==> src/hdl/cpuPkg.sv <==
package cpuPkg;

        ////////////////////////////////////////////////////////////
        // widths
        ////////////////////////////////////////////////////////////
        localparam int dataWidth = 16;          // register and datapath width
        localparam int regCount = 8;
        localparam int idxWidth = $clog2(regCount);

        typedef logic [dataWidth-1:0] word;     // data, addresses, instructions
        typedef logic [idxWidth-1:0] regIdx;

        // instruction fields
        localparam int opHi = 15;
        localparam int opLo = 11;
        localparam int rsLo = 8;                // also LBI destination
        localparam int rtLo = 5;
        localparam int rdLo = 2;                // R format destination
        localparam int iDestLo = 5;             // ADDI and LD destination
        localparam int imm5Hi = 4;
        localparam int imm8Hi = 7;              // LBI and BEQZ
        localparam int imm11Hi = 10;            // J only

        typedef enum logic [4:0] {
                opHalt = 5'b00000,
                opNop  = 5'b00001,
                opJ    = 5'b00100,
                opAddi = 5'b01000,
                opBeqz = 5'b01100,
                opSt   = 5'b10000,
                opLd   = 5'b10001,
                opLbi  = 5'b11000,
                opSub  = 5'b11001,              // rs minus rt
                opAnd  = 5'b11010,
                opAdd  = 5'b11011,
                opXor  = 5'b11100
        } opcode;

        typedef enum logic [1:0] {
                aluAdd,
                aluSub,
                aluAnd,
                aluXor
        } aluOp;

        ////////////////////////////////////////////////////////////
        // pipeline registers
        ////////////////////////////////////////////////////////////
        typedef struct packed {
                logic valid;
                word instr;
                word pcNext;                    // address of the following instruction
        } ifIdReg;

        typedef struct packed {
                logic valid;
                opcode op;
                word pcNext;
                regIdx rs;
                regIdx rt;
                word rsVal;
                word rtVal;
                word imm;                       // already sign extended
                regIdx dest;
                aluOp alu;
                logic useImm;
                logic memRead;
                logic memWrite;
                logic regWrite;
                logic branch;
                logic jump;
                logic halt;
                logic illegal;                  // rides along with halt
        } idExReg;

        typedef struct packed {
                logic valid;
                word result;
                word storeData;
                regIdx dest;
                logic memRead;
                logic memWrite;
                logic regWrite;
                logic halt;
                logic illegal;
        } exMemReg;

        typedef struct packed {
                logic valid;
                word result;
                regIdx dest;
                logic regWrite;
                logic halt;
        } memWbReg;

        typedef struct packed {
                word addr;
                word wdata;
                logic write;
        } dmemReq;

        typedef struct packed {
                logic en;
                regIdx dest;
                word value;
        } regWritePort;

endpackage

==> src/hdl/decodeStage.sv <==
`timescale 1ns/1ps

module decodeStage (
        input  logic clk,
        input  logic rst,
        input  cpuPkg::ifIdReg ifId,
        input  cpuPkg::regWritePort writeback,
        input  logic flush,
        input  logic memStall,
        output logic loadStall,
        output cpuPkg::idExReg idEx
);
        import cpuPkg::*;

        word instr;
        regIdx rs;
        regIdx rt;
        word rsVal;
        word rtVal;
        logic useRs;
        logic useRt;
        idExReg dec;                            // next ID/EX content

        assign instr = ifId.instr;
        assign rs = instr[rsLo +: idxWidth];
        assign rt = instr[rtLo +: idxWidth];

        registerFile regs (
                .clk(clk),
                .rst(rst),
                .readA(rs),
                .readB(rt),
                .dataA(rsVal),
                .dataB(rtVal),
                .write(writeback)
        );

        ////////////////////////////////////////////////////////////
        // control decode
        ////////////////////////////////////////////////////////////
        always_comb begin
                dec = '0;
                dec.valid = ifId.valid;
                dec.op = opcode'(instr[opHi:opLo]);
                dec.pcNext = ifId.pcNext;
                dec.rs = rs;
                dec.rt = rt;
                dec.rsVal = rsVal;
                dec.rtVal = rtVal;
                dec.imm = word'($signed(instr[imm5Hi:0]));     // imm5 unless overridden
                dec.dest = instr[iDestLo +: idxWidth];
                dec.alu = aluAdd;
                useRs = 1'b1;
                useRt = 1'b0;
                case (dec.op)
                        opAdd, opSub, opAnd, opXor: begin       // R format
                                dec.dest = instr[rdLo +: idxWidth];
                                dec.regWrite = 1'b1;
                                useRt = 1'b1;
                                case (dec.op)
                                        opSub: dec.alu = aluSub;
                                        opAnd: dec.alu = aluAnd;
                                        opXor: dec.alu = aluXor;
                                        default: dec.alu = aluAdd;
                                endcase
                        end
                        opAddi: begin
                                dec.useImm = 1'b1;
                                dec.regWrite = 1'b1;
                        end
                        opLbi: begin
                                dec.imm = word'($signed(instr[imm8Hi:0]));
                                dec.dest = rs;          // LBI writes its rs slot
                                dec.regWrite = 1'b1;
                                useRs = 1'b0;
                        end
                        opLd: begin
                                dec.useImm = 1'b1;
                                dec.memRead = 1'b1;
                                dec.regWrite = 1'b1;
                        end
                        opSt: begin
                                dec.useImm = 1'b1;      // rs + imm5 address
                                dec.memWrite = 1'b1;
                                useRt = 1'b1;           // store data
                        end
                        opBeqz: begin
                                dec.imm = word'($signed(instr[imm8Hi:0]));
                                dec.branch = 1'b1;
                        end
                        opJ: begin
                                dec.imm = word'($signed(instr[imm11Hi:0]));
                                dec.jump = 1'b1;
                                useRs = 1'b0;
                        end
                        opHalt: begin
                                dec.halt = 1'b1;
                                useRs = 1'b0;
                        end
                        opNop: useRs = 1'b0;
                        default: begin                  // unknown opcode halts with error
                                dec.halt = 1'b1;
                                dec.illegal = 1'b1;
                                useRs = 1'b0;
                        end
                endcase
        end

        // load in ID/EX feeding this instruction, one bubble
        assign loadStall = ifId.valid && idEx.valid && idEx.memRead &&
                        ((useRs && idEx.dest == rs) || (useRt && idEx.dest == rt));

        always_ff @(posedge clk) begin
                if (rst) begin
                        idEx.valid <= 1'b0;
                end else if (memStall) begin
                        // held entry would lose the writer leaving WB
                        if (writeback.en && writeback.dest == idEx.rs) begin
                                idEx.rsVal <= writeback.value;
                        end
                        if (writeback.en && writeback.dest == idEx.rt) begin
                                idEx.rtVal <= writeback.value;
                        end
                end else if (flush || loadStall) begin
                        idEx.valid <= 1'b0;     // bubble
                end else begin
                        idEx <= dec;
                end
        end

endmodule

==> src/hdl/executeStage.sv <==
`timescale 1ns/1ps

module executeStage (
        input  logic clk,
        input  logic rst,
        input  cpuPkg::idExReg idEx,
        output cpuPkg::exMemReg exMemForward,
        input  cpuPkg::regWritePort wbForward,
        input  logic memStall,
        output logic redirect,
        output cpuPkg::word redirectPc,
        output cpuPkg::exMemReg exMem
);
        import cpuPkg::*;

        word opA;
        word opB;
        word aluB;
        word aluOut;
        logic taken;

        // youngest producer wins
        function automatic word pick(input regIdx src, input word fromId);
                if (exMem.valid && exMem.regWrite && exMem.dest == src) begin
                        return exMem.result;
                end
                if (wbForward.en && wbForward.dest == src) begin
                        return wbForward.value;
                end
                return fromId;
        endfunction

        always_comb begin
                opA = pick(idEx.rs, idEx.rsVal);
                opB = pick(idEx.rt, idEx.rtVal);
        end

        ////////////////////////////////////////////////////////////
        // ALU and branch
        ////////////////////////////////////////////////////////////
        assign aluB = idEx.useImm ? idEx.imm : opB;

        always_comb begin
                case (idEx.alu)
                        aluSub: aluOut = opA - aluB;
                        aluAnd: aluOut = opA & aluB;
                        aluXor: aluOut = opA ^ aluB;
                        default: aluOut = opA + aluB;   // also address calc
                endcase
                if (idEx.op == opLbi) begin
                        aluOut = idEx.imm;              // immediate straight through
                end
        end

        assign taken = idEx.jump || (idEx.branch && opA == '0);
        assign redirect = idEx.valid && taken && !memStall;     // wait out a stall
        assign redirectPc = idEx.pcNext + idEx.imm;

        // value heading into EX/MEM
        always_comb begin
                exMemForward.valid = idEx.valid;
                exMemForward.result = aluOut;
                exMemForward.storeData = opB;
                exMemForward.dest = idEx.dest;
                exMemForward.memRead = idEx.memRead;
                exMemForward.memWrite = idEx.memWrite;
                exMemForward.regWrite = idEx.regWrite;
                exMemForward.halt = idEx.halt;
                exMemForward.illegal = idEx.illegal;
        end

        always_ff @(posedge clk) begin
                if (rst) begin
                        exMem.valid <= 1'b0;
                end else if (!memStall) begin
                        exMem <= exMemForward;
                end
        end

endmodule

==> src/hdl/fetchStage.sv <==
`timescale 1ns/1ps

module fetchStage (
        input  logic clk,
        input  logic rst,
        input  logic redirect,
        input  cpuPkg::word redirectPc,
        input  logic hold,
        output cpuPkg::word imemAddr,
        input  cpuPkg::word imemData,
        output cpuPkg::ifIdReg ifId
);
        import cpuPkg::*;

        word pc;
        word pcPlus2;
        logic haltSeen;                         // HALT fetched, pc frozen
        logic fetchHalt;

        assign imemAddr = pc;                   // imem answers this cycle
        assign pcPlus2 = pc + word'(2);
        assign fetchHalt = imemData[opHi:opLo] == opHalt;

        always_ff @(posedge clk) begin
                if (rst) begin
                        pc <= '0;
                        haltSeen <= 1'b0;
                        ifId.valid <= 1'b0;
                end else if (redirect) begin
                        pc <= redirectPc;
                        haltSeen <= 1'b0;       // that halt was on the wrong path
                        ifId.valid <= 1'b0;     // squash younger fetch
                end else if (!hold) begin
                        ifId.valid <= !haltSeen;
                        ifId.instr <= imemData;
                        ifId.pcNext <= pcPlus2;
                        if (!haltSeen) begin
                                haltSeen <= fetchHalt;
                                if (!fetchHalt) begin
                                        pc <= pcPlus2;
                                end
                        end
                end
        end

endmodule

==> src/hdl/memoryStage.sv <==
`timescale 1ns/1ps

module memoryStage (
        input  logic clk,
        input  logic rst,
        input  cpuPkg::exMemReg exMem,
        output logic dmemValid,
        input  logic dmemReady,
        output cpuPkg::dmemReq dmemRequest,
        input  cpuPkg::word dmemReadData,
        output logic memStall,
        output cpuPkg::memWbReg memWb,
        output logic halted,
        output logic err
);
        import cpuPkg::*;

        logic access;
        logic misaligned;                       // never reaches the port
        logic retire;                           // entry moves into MEM/WB
        logic stops;

        assign access = exMem.valid && (exMem.memRead || exMem.memWrite);
        assign misaligned = access && exMem.result[0];
        assign dmemValid = access && !misaligned && !halted;    // quiet after halt
        assign memStall = dmemValid && !dmemReady;
        assign retire = exMem.valid && !memStall && !halted;
        assign stops = exMem.halt || misaligned;

        // EX/MEM holds while waiting so the request stays put
        assign dmemRequest = '{addr: exMem.result, wdata: exMem.storeData,
                        write: exMem.memWrite};

        always_ff @(posedge clk) begin
                if (rst) begin
                        memWb.valid <= 1'b0;
                        halted <= 1'b0;
                        err <= 1'b0;
                end else begin
                        memWb.valid <= retire;  // bubble on stall, no repeated write
                        memWb.result <= exMem.memRead ? dmemReadData : exMem.result;
                        memWb.dest <= exMem.dest;
                        memWb.regWrite <= exMem.regWrite;
                        memWb.halt <= stops;
                        if (retire && stops) begin
                                halted <= 1'b1;
                        end
                        if (retire && (exMem.illegal || misaligned)) begin
                                err <= 1'b1;
                        end
                end
        end

endmodule

==> src/hdl/pipelineCpu.sv <==
`timescale 1ns/1ps

module pipelineCpu (
        input  logic clk,
        input  logic rst,
        output cpuPkg::word imemAddr,
        input  cpuPkg::word imemData,
        output logic dmemValid,
        input  logic dmemReady,
        output cpuPkg::dmemReq dmemRequest,
        input  cpuPkg::word dmemReadData,
        output logic halted,
        output logic err
);
        import cpuPkg::*;

        ifIdReg ifId;
        idExReg idEx;
        exMemReg exMem;
        memWbReg memWb;
        regWritePort writeback;                 // to regfile and execute
        logic redirect;
        word redirectPc;
        logic loadStall;
        logic memStall;

        // a halting entry retires without writing
        assign writeback = '{en: memWb.valid && memWb.regWrite && !memWb.halt,
                        dest: memWb.dest, value: memWb.result};

        ////////////////////////////////////////////////////////////
        // stages
        ////////////////////////////////////////////////////////////
        fetchStage fetch (
                .clk(clk),
                .rst(rst),
                .redirect(redirect),
                .redirectPc(redirectPc),
                .hold(loadStall || memStall),
                .imemAddr(imemAddr),
                .imemData(imemData),
                .ifId(ifId)
        );

        decodeStage decode (
                .clk(clk),
                .rst(rst),
                .ifId(ifId),
                .writeback(writeback),
                .flush(redirect),               // taken branch kills ID/EX
                .memStall(memStall),
                .loadStall(loadStall),
                .idEx(idEx)
        );

        executeStage execute (
                .clk(clk),
                .rst(rst),
                .idEx(idEx),
                .exMemForward(),
                .wbForward(writeback),
                .memStall(memStall),
                .redirect(redirect),
                .redirectPc(redirectPc),
                .exMem(exMem)
        );

        memoryStage memory (
                .clk(clk),
                .rst(rst),
                .exMem(exMem),
                .dmemValid(dmemValid),
                .dmemReady(dmemReady),
                .dmemRequest(dmemRequest),
                .dmemReadData(dmemReadData),
                .memStall(memStall),
                .memWb(memWb),
                .halted(halted),
                .err(err)
        );

endmodule

==> src/hdl/registerFile.sv <==
`timescale 1ns/1ps

module registerFile (
        input  logic clk,
        input  logic rst,
        input  cpuPkg::regIdx readA,
        input  cpuPkg::regIdx readB,
        output cpuPkg::word dataA,
        output cpuPkg::word dataB,
        input  cpuPkg::regWritePort write
);
        import cpuPkg::*;

        word regs [regCount];

        always_ff @(posedge clk) begin
                if (rst) begin
                        for (int i = 0; i < regCount; i++) begin
                                regs[i] <= '0;
                        end
                end else if (write.en) begin
                        regs[write.dest] <= write.value;
                end
        end

        // write before read, decode sees the retiring value
        assign dataA = (write.en && write.dest == readA) ? write.value : regs[readA];
        assign dataB = (write.en && write.dest == readB) ? write.value : regs[readB];

endmodule

==> config.mk <==
export PLATFORM = sky130hd
export DESIGN_NAME = pipelineCpu
export DESIGN_NICKNAME = d
export VERILOG_FILES = /design/src/hdl/cpuPkg.sv /design/src/hdl/decodeStage.sv /design/src/hdl/executeStage.sv /design/src/hdl/fetchStage.sv /design/src/hdl/memoryStage.sv /design/src/hdl/pipelineCpu.sv /design/src/hdl/registerFile.sv
export SDC_FILE = /design/constraint.sdc
export NUM_CORES = 1
export LEC_CHECK = 0
export BUFFER_PORTS_ARGS = -buffer_cell sky130_fd_sc_hd__buf_2
export CAP_MARGIN = 5
export CORE_MARGIN = 4
export CORE_UTILIZATION = 60
export CTS_CLUSTER_SIZE = 8
export DETAILED_ROUTE_END_ITERATION = 6
export GPL_TIMING_DRIVEN = 0
export PLACE_DENSITY_LB_ADDON = 0.2
export SETUP_SLACK_MARGIN = 0.02
export SLEW_MARGIN = 10
export SYNTH_ARGS = -nofsm -noshare
export SYNTH_HDL_FRONTEND = slang
export SYNTH_SLANG_ARGS = --single-unit
==> constraint.sdc <==
create_clock -name clk -period 8.1 [get_ports clk]
set_clock_uncertainty 0.05 [all_clocks]
set_input_delay 1.62 -clock clk [delete_from_list [all_inputs] [get_ports clk]]
set_output_delay 1.62 -clock clk [all_outputs]
set_load 0.02 [all_outputs]
==> impl_metrics.yaml, run 1 <==
outcome:
  status: "finished, final reports clean"
synthesis:
  syn_area_per_cell_um2: 12.39
  netlist_top_cells_count: "304 x edfxtp_1, 134 x and2_1, 109 x nand2_1, 78 x mux2i_1"
  synth_area_leaders: "edfxtp_1 49%, mux4_2 7.8%, and2_1 4.5%"
  synthCells: 1499
  synth-seq-area-share_pct: 52.26
  synth_cell_type_count: 82
  post-synth-top-count-cell: "edfxtp_1"
  yosys.area.top_type: "edfxtp_1"
  ys_warn_count: 0
  synth-edff-count: 304
  post_synth_fa_ha_maj_area_fraction_pct: 3.448
  synth_simple_gate_area_share_pct: 13.09
  muxShareOfSynthArea_pct: 13.66
  synthArstFlopShare_pct: 0
  synth_flop_cell: "edfxtp_1"
  ys_ff_latch: 333
  synth_top_family_by_area: "multiplexers"
  synth-xor-area-share_pct: 4.270
  netlist_area_um2: 18580
  synth_top_area_share_pct: 49.13
  synth_fp_nets: 1584
  synth_compound_area_share_pct: 8.809
floorplanning:
  coreArea_um2: 30590
  die_w_um: 184.0
  dieArea_um2: 33850
  io_pins: 87
  rows: 64
  start_util_pct: 60.74
  die_y_um: 184.0
drt:
  drt_iter0_drc: 1132
  post_drt_wl_per_cell_um: 22.06
  avgViaCountPerCell: 6.066
  num_vias: 12520
  ant_nets: 0
  drt_pass1_iterations: 7
  routed_wl_um: 45540
  drcViolationCount: 0
worst_setup_path:
  path_max_fanout: 10
  endpoint_kind: "flip-flop"
  crit_required_ns: 8.33
  path_class: "reg -> reg"
  rr_startpoint: "memory.memWb[4]$_DFFE_PN_"
  critical_path_arrival_ns: 6.15
  cp-start-kind: "flip-flop"
  cp-startpoint: "memory.memWb[4]$_DFFE_PN_"
timing:
  finalCritPeriodShare_pct: 73.09
  clock.fmax_ghz: 0.1689
  rsz0062_at_grt: "no"
  worst_slew_pin_slew_ns: 0.9932
  slew_viol_final: 0
  setup_violations: 0
  hold_viol: 0
  fin_tns_setup_ns: 0
  final.min_clock_period_ns: 5.920
  slew_headroom_pct: 33.79
clock_network:
  post-cts-setup-buffers: 0
  cts_resized: 0
  clk_pin_slew_ns: 0.05
  cts.sinks: 333
  clkLatencyLatePin_ns: 0.55
  cts_buffers: 47
  cts_tree: "done"
  postCtsHoldBufs: 0
  cts_root_buffer: "clkbuf_16"
  clk_path_buf_depth: 3
  htreeDepth: 2
finish:
  multiInputGateArea_um2: 8085
  antenna_cells: 0
  nFillCells: 2252
  fin_nets: 1733
  seqCellArea_um2: 9709
  final_core_util_pct: 68.85
  post_route_cells_drive_above_1_share_pct: 21.10
  final_cells: 2064
  syn2layout_area_growth_pct: 13.36
global_routing:
  grt_pass1_vias: 12830
  antenna_found_initial: 0
  grt_overflow: 0
  grt_pass1_wl_um: 72050
  track_usage_pct: 27.19
  grt_max_degree: 23
placement:
  portBuffers: 86
  gp_congestion: 0.9263
  dp_hpwl_um: 34230
  dp.cells: 1995
hold_path:
  min_path_type: "reg -> reg"
  min_from: "decode.idEx[5]$_DFFE_PP_"
power:
  peakVddDrop_uv: 161.8
  power_mw: 4.880
  power_density_nw_per_um2: 231.7
  p_leak_nw: 7.836
flow_run:
  maxCapViolations: 0
==> sequential cells by signal, indices dropped and copies added (netlist names), named ones only <==
register and flops:
fetch.imemAddr 16, memory.halted 1, fetch.ifId 33, execute.exMem 41, decode.idEx 84, memory.memWb 22, decode.regs.regs 128, fetch.haltSeen 1
memory.err 1
==> layer usage <==
| layer | track usage [%] | part of all wire, % | up-vias |
|---|---|---|---|
| met3 | 4.551 | 7.4 | 88 |
| met2 | 43.77 | 47 | 474 |
| met4 | 8.696 | 3.1 | 0 |
| li1 | - | - | 5843 |
| met5 | 0 | 0 | - |
| met1 | 38.27 | 42 | 6115 |
==> critical path, stage by stage, from the launching register on <==
cell      delay (ns)
edfxtp_1        0.37
buf_4           0.21
xnor2_2         0.21
and4_4          0.25
buf_8           0.15
buf_12          0.16
mux2i_1         0.32
a221oi_2        0.16
inv_1           0.10
ha_1            0.17
inv_1           0.04
or2_2           0.33
o41ai_1         0.33
xor2_1          0.13
ha_1            0.27
or4_1           0.48
o22ai_1         0.32
o21ai_1         0.19
o41a_1          0.42
a311oi_4        0.36
nor4b_4         0.08
nor4_1          0.45
a21oi_1         0.12
==> final timing paths <==
path	to	slack [ns]	depth (start not counted)
min reg2reg	execute.exMem[3]$_DFFE_PP_	0.36	0
max	execute.exMem[39]$_DFFE_PP_	2.18	22
min	execute.exMem[3]$_DFFE_PP_	0.36	0
max reg2reg	execute.exMem[39]$_DFFE_PP_	2.18	22
==> power by group <==
part	switching [mW]	leakage [nW]	internal, mW
clock network	0.714	0.627	1.06
registers	0.119	3.30	2.04
logic	0.534	3.91	0.413
==> logic make-up (layout without fill, tap and decap cells) <==
kind of cell / count (synthesis) / count (layout)
xor+xnor: 88 / 88
flops: 333 / 333
simple gates: 446 / 446
compound gates: 247 / 247
mux: 169 / 169
fa+ha+maj: 50 / 50
buf+inv: 166 / 335
==> area by class of cell <==
| class | count | share of cell area, % |
|---|---|---|
| Clock inverter | 4 | 0.2852 |
| Multi-Input combinational cell | 1000 | 38.39 |
| Clock buffer | 65 | 5.905 |
| Sequential cell | 333 | 46.10 |
| Tap cell | 396 | 2.353 |
| Inverter | 34 | 0.6060 |
| Timing Repair Buffer | 100 | 3.018 |
| Buffer | 132 | 3.345 |
==> through the flow <==
step	worst slack [ns]	hold slack (ns)	cell area, µm²
after global placement	0.08166	0.3514	19510
after floorplan	1.927	0.3503	18580
final	2.180	0.3564	21060
after CTS	2.230	0.3591	21060
after global routing	1.886	0.3680	21060
after detailed placement	2.281	0.3545	19750
==> placed cells by master (no fill, tap or decap), types with 47 or more instances in the layout <==
cell	n
mux4_2	64
a21oi_1	47
ha_1	48
buf_2	94
and2_1	134
clkbuf_1	85
mux2i_1	78
edfxtp_1	304
o21ai_0	62
nor2_1	65
xnor2_1	47
nand2_1	109
clkbuf_16	47
(Power assumes the default switching activity.)
==> inputs of run 2 (changes only) <==
- clock period: 8.1 -> 5.6 ns (I/O delays scaled with it)
==> run 2 against run 1 <==
First-iteration DRC count grew 5.3%; sequential cell count did not move; core utilization rose by 0.34 points.
==> impl_metrics.yaml, run 2 (synthesis gave the netlist of run 1 again) <==
floorplanning:
  die_w_um: 184.0
  coreArea_um2: 30590
  rows: 64
  dieArea_um2: 33850
  start_util_pct: 60.74
  io_pins: 87
  die_y_um: 184.0
worst_setup_path:
  critical_path_arrival_ns: 5.59
  path_cells: "buf_4 -> xnor2_2 -> and4_4 -> buf_8 -> buf_12 -> mux2i_4 -> a221oi_2 -> inv_1 -> ha_1 -> inv_1 -> or2_2 -> o41ai_4 -> xor2_1 -> ha_2 -> or4_4 -> o22ai_4 -> o21ai_1 -> o41a_1 -> a311oi_4 -> a211oi_1 -> nor4_2 -> a21oi_1"
  path_max_fanout: 10
  cp-start-kind: "flip-flop"
  ff2ff_path_depth: 22
  crit_path_end: "execute.exMem[39]$_DFFE_PP_"
  cp-startpoint: "memory.memWb[4]$_DFFE_PN_"
  max_stage_delay_ns: 0.49
  rr_startpoint: "memory.memWb[4]$_DFFE_PN_"
  cpLargestDelayFamily: "compound AO/OA/AOI/OAI gates"
  cp_common_cell: "inv_1"
  path_class: "reg -> reg"
  timing.rr.end: "execute.exMem[39]$_DFFE_PP_"
  worst-r2r-setup-slack_ns: 0.23
  crit_required_ns: 5.82
  endpoint_kind: "flip-flop"
  crit_path_top_delay_cell: "or4_4"
  path_depth: 22
  critical_path_buf_inv_count: 5
clock_network:
  postCtsHoldBufs: 0
  htreeDepth: 2
  clkLatencyLatePin_ns: 0.55
  cts.sinks: 333
  clk_path_buf_depth: 3
  cts_root_buffer: "clkbuf_16"
  clk_pin_slew_ns: 0.05
  cts_buffers: 47
  cts_tree: "done"
finish:
  multiInputGateArea_um2: 8177
  max_flop_register: "decode.regs.regs"
  seqCellArea_um2: 9709
  nFillCells: 2209
  top_regs: "decode.regs.regs: 128 flops, decode.idEx: 84 flops, execute.exMem: 41 flops"
  antenna_cells: 0
  largest_reg_flops: 128
  final_cell_mix: "304 x edfxtp_1, 134 x and2_1, 109 x nand2_1"
  syn2layout_area_growth_pct: 13.91
  fin_nets: 1734
  post_route_cells_drive_above_1_share_pct: 21.68
  fin_area_um2: 21160
  layout_commonest_cell: "edfxtp_1"
timing:
  final.min_clock_period_ns: 5.369
  clock.fmax_ghz: 0.1862
  finalCritPeriodShare_pct: 95.88
  slew_headroom_pct: 36.35
  setup_violations: 0
  worst_slew_pin_slew_ns: 0.9548
  fin_tns_setup_ns: 0
  rsz0062_at_grt: "no"
  slew_viol_final: 0
  hold_viol: 0
power:
  p_leak_nw: 7.872
  peakVddDrop_uv: 253.5
  power_mw: 7.104
  power_density_nw_per_um2: 335.7
hold_path:
  min_path_type: "reg -> reg"
  min_from: "fetch.ifId[14]$_DFFE_PP_"
global_routing:
  grt_overflow: 0
  grt_max_degree: 25
  grt_pass1_wl_um: 71790
  grt_pass1_vias: 12680
  antenna_found_initial: 0
  track_usage_pct: 27.21
drt:
  avgViaCountPerCell: 6.143
  post_drt_wl_per_cell_um: 22.17
  ant_nets: 0
  routed_wl_um: 45800
  drt_iter0_drc: 1192
  num_vias: 12690
  drt_pass1_iterations: 5
  drcViolationCount: 0
placement:
  gp_congestion: 0.9324
  portBuffers: 86
  placed_cell_area_um2: 19740
  dp_hpwl_um: 33900
outcome:
  status: "finished, final reports clean"
flow_run:
  maxCapViolations: 0
[run 2: cell type report]
type | count | share of cell area [%]
repair buffers | 101 | 3.021
clock buffers | 68 | 6.077
plain buffers | 132 | 3.328
flip-flops and latches | 333 | 45.88
well taps | 396 | 2.341
multi-input cells | 1000 | 38.63
clock inverters | 2 | 0.1182
inverters | 34 | 0.6030
[run 2: how the worst min path moves through the flow]
| stage | endpoint | depth (start not counted) |
|---|---|---|
| 2_1_floorplan | decode.idEx[13]$_DFFE_PP_ | 0 |
| 3_3_place_gp | decode.idEx[72]$_DFFE_PP_ | 0 |
| 3_5_place_dp | decode.idEx[78]$_DFFE_PP_ | 0 |
| 5_1_grt | decode.idEx[81]$_DFFE_PP_ | 0 |
| 6_report | decode.idEx[81]$_DFFE_PP_ | 0 |
| 4_1_cts | decode.idEx[81]$_DFFE_PP_ | 0 |
[run 2: through the flow]
step                hold slack (ns)  utilization, %  worst slack (ns)  instances
detailed placement           0.3545           64.53           -0.1384       1993
floorplan                    0.3503               -            0.6687       1499
global placement             0.3511           63.78          -0.02482       1981
CTS                          0.3622           68.87           0.04912       2063
global route                 0.3673           69.19           0.03171       2066
finish                       0.3630           69.19            0.2305       2066
[run 2: routing by layer]
metal	GRT usage (%)	vias up	share of wire [%]
met2	44.14	510	48
li1	-	5858	-
met5	0	-	0
met3	4.017	97	7.0
met4	7.424	0	2.6
met1	38.96	6226	43
[run 2: power by group]
part / switching, mW / leakage (nW) / total [mW] / internal, mW
Sequential: 0.176 / 3.30 / 3.13 / 2.96
Clock: 1.01 / 0.633 / 2.58 / 1.56
Combinational: 0.786 / 3.94 / 1.40 / 0.609
[run 2: worst reg2reg max path, stage by stage, from the launching register on]
cell and delay [ns]:
edfxtp_1 0.35, buf_4 0.20, xnor2_2 0.19, and4_4 0.25, buf_8 0.15, buf_12 0.16, mux2i_4 0.26, a221oi_2 0.13
inv_1 0.10, ha_1 0.16, inv_1 0.04, or2_2 0.34, o41ai_4 0.24, xor2_1 0.11, ha_2 0.22, or4_4 0.49
o22ai_4 0.16, o21ai_1 0.14, o41a_1 0.47, a311oi_4 0.39, a211oi_1 0.09, nor4_2 0.28, a21oi_1 0.10
[run 2: what timing repair did]
| item | in CTS | in global routing |
|---|---|---|
| endpoints found under the hold margin | 0 | 0 |
| resized for setup | 3 | 11 |
| setup buffers | 0 | 3 |
| pin swaps | 0 | 5 |
| endpoints found under the setup margin | 1 | 2 |
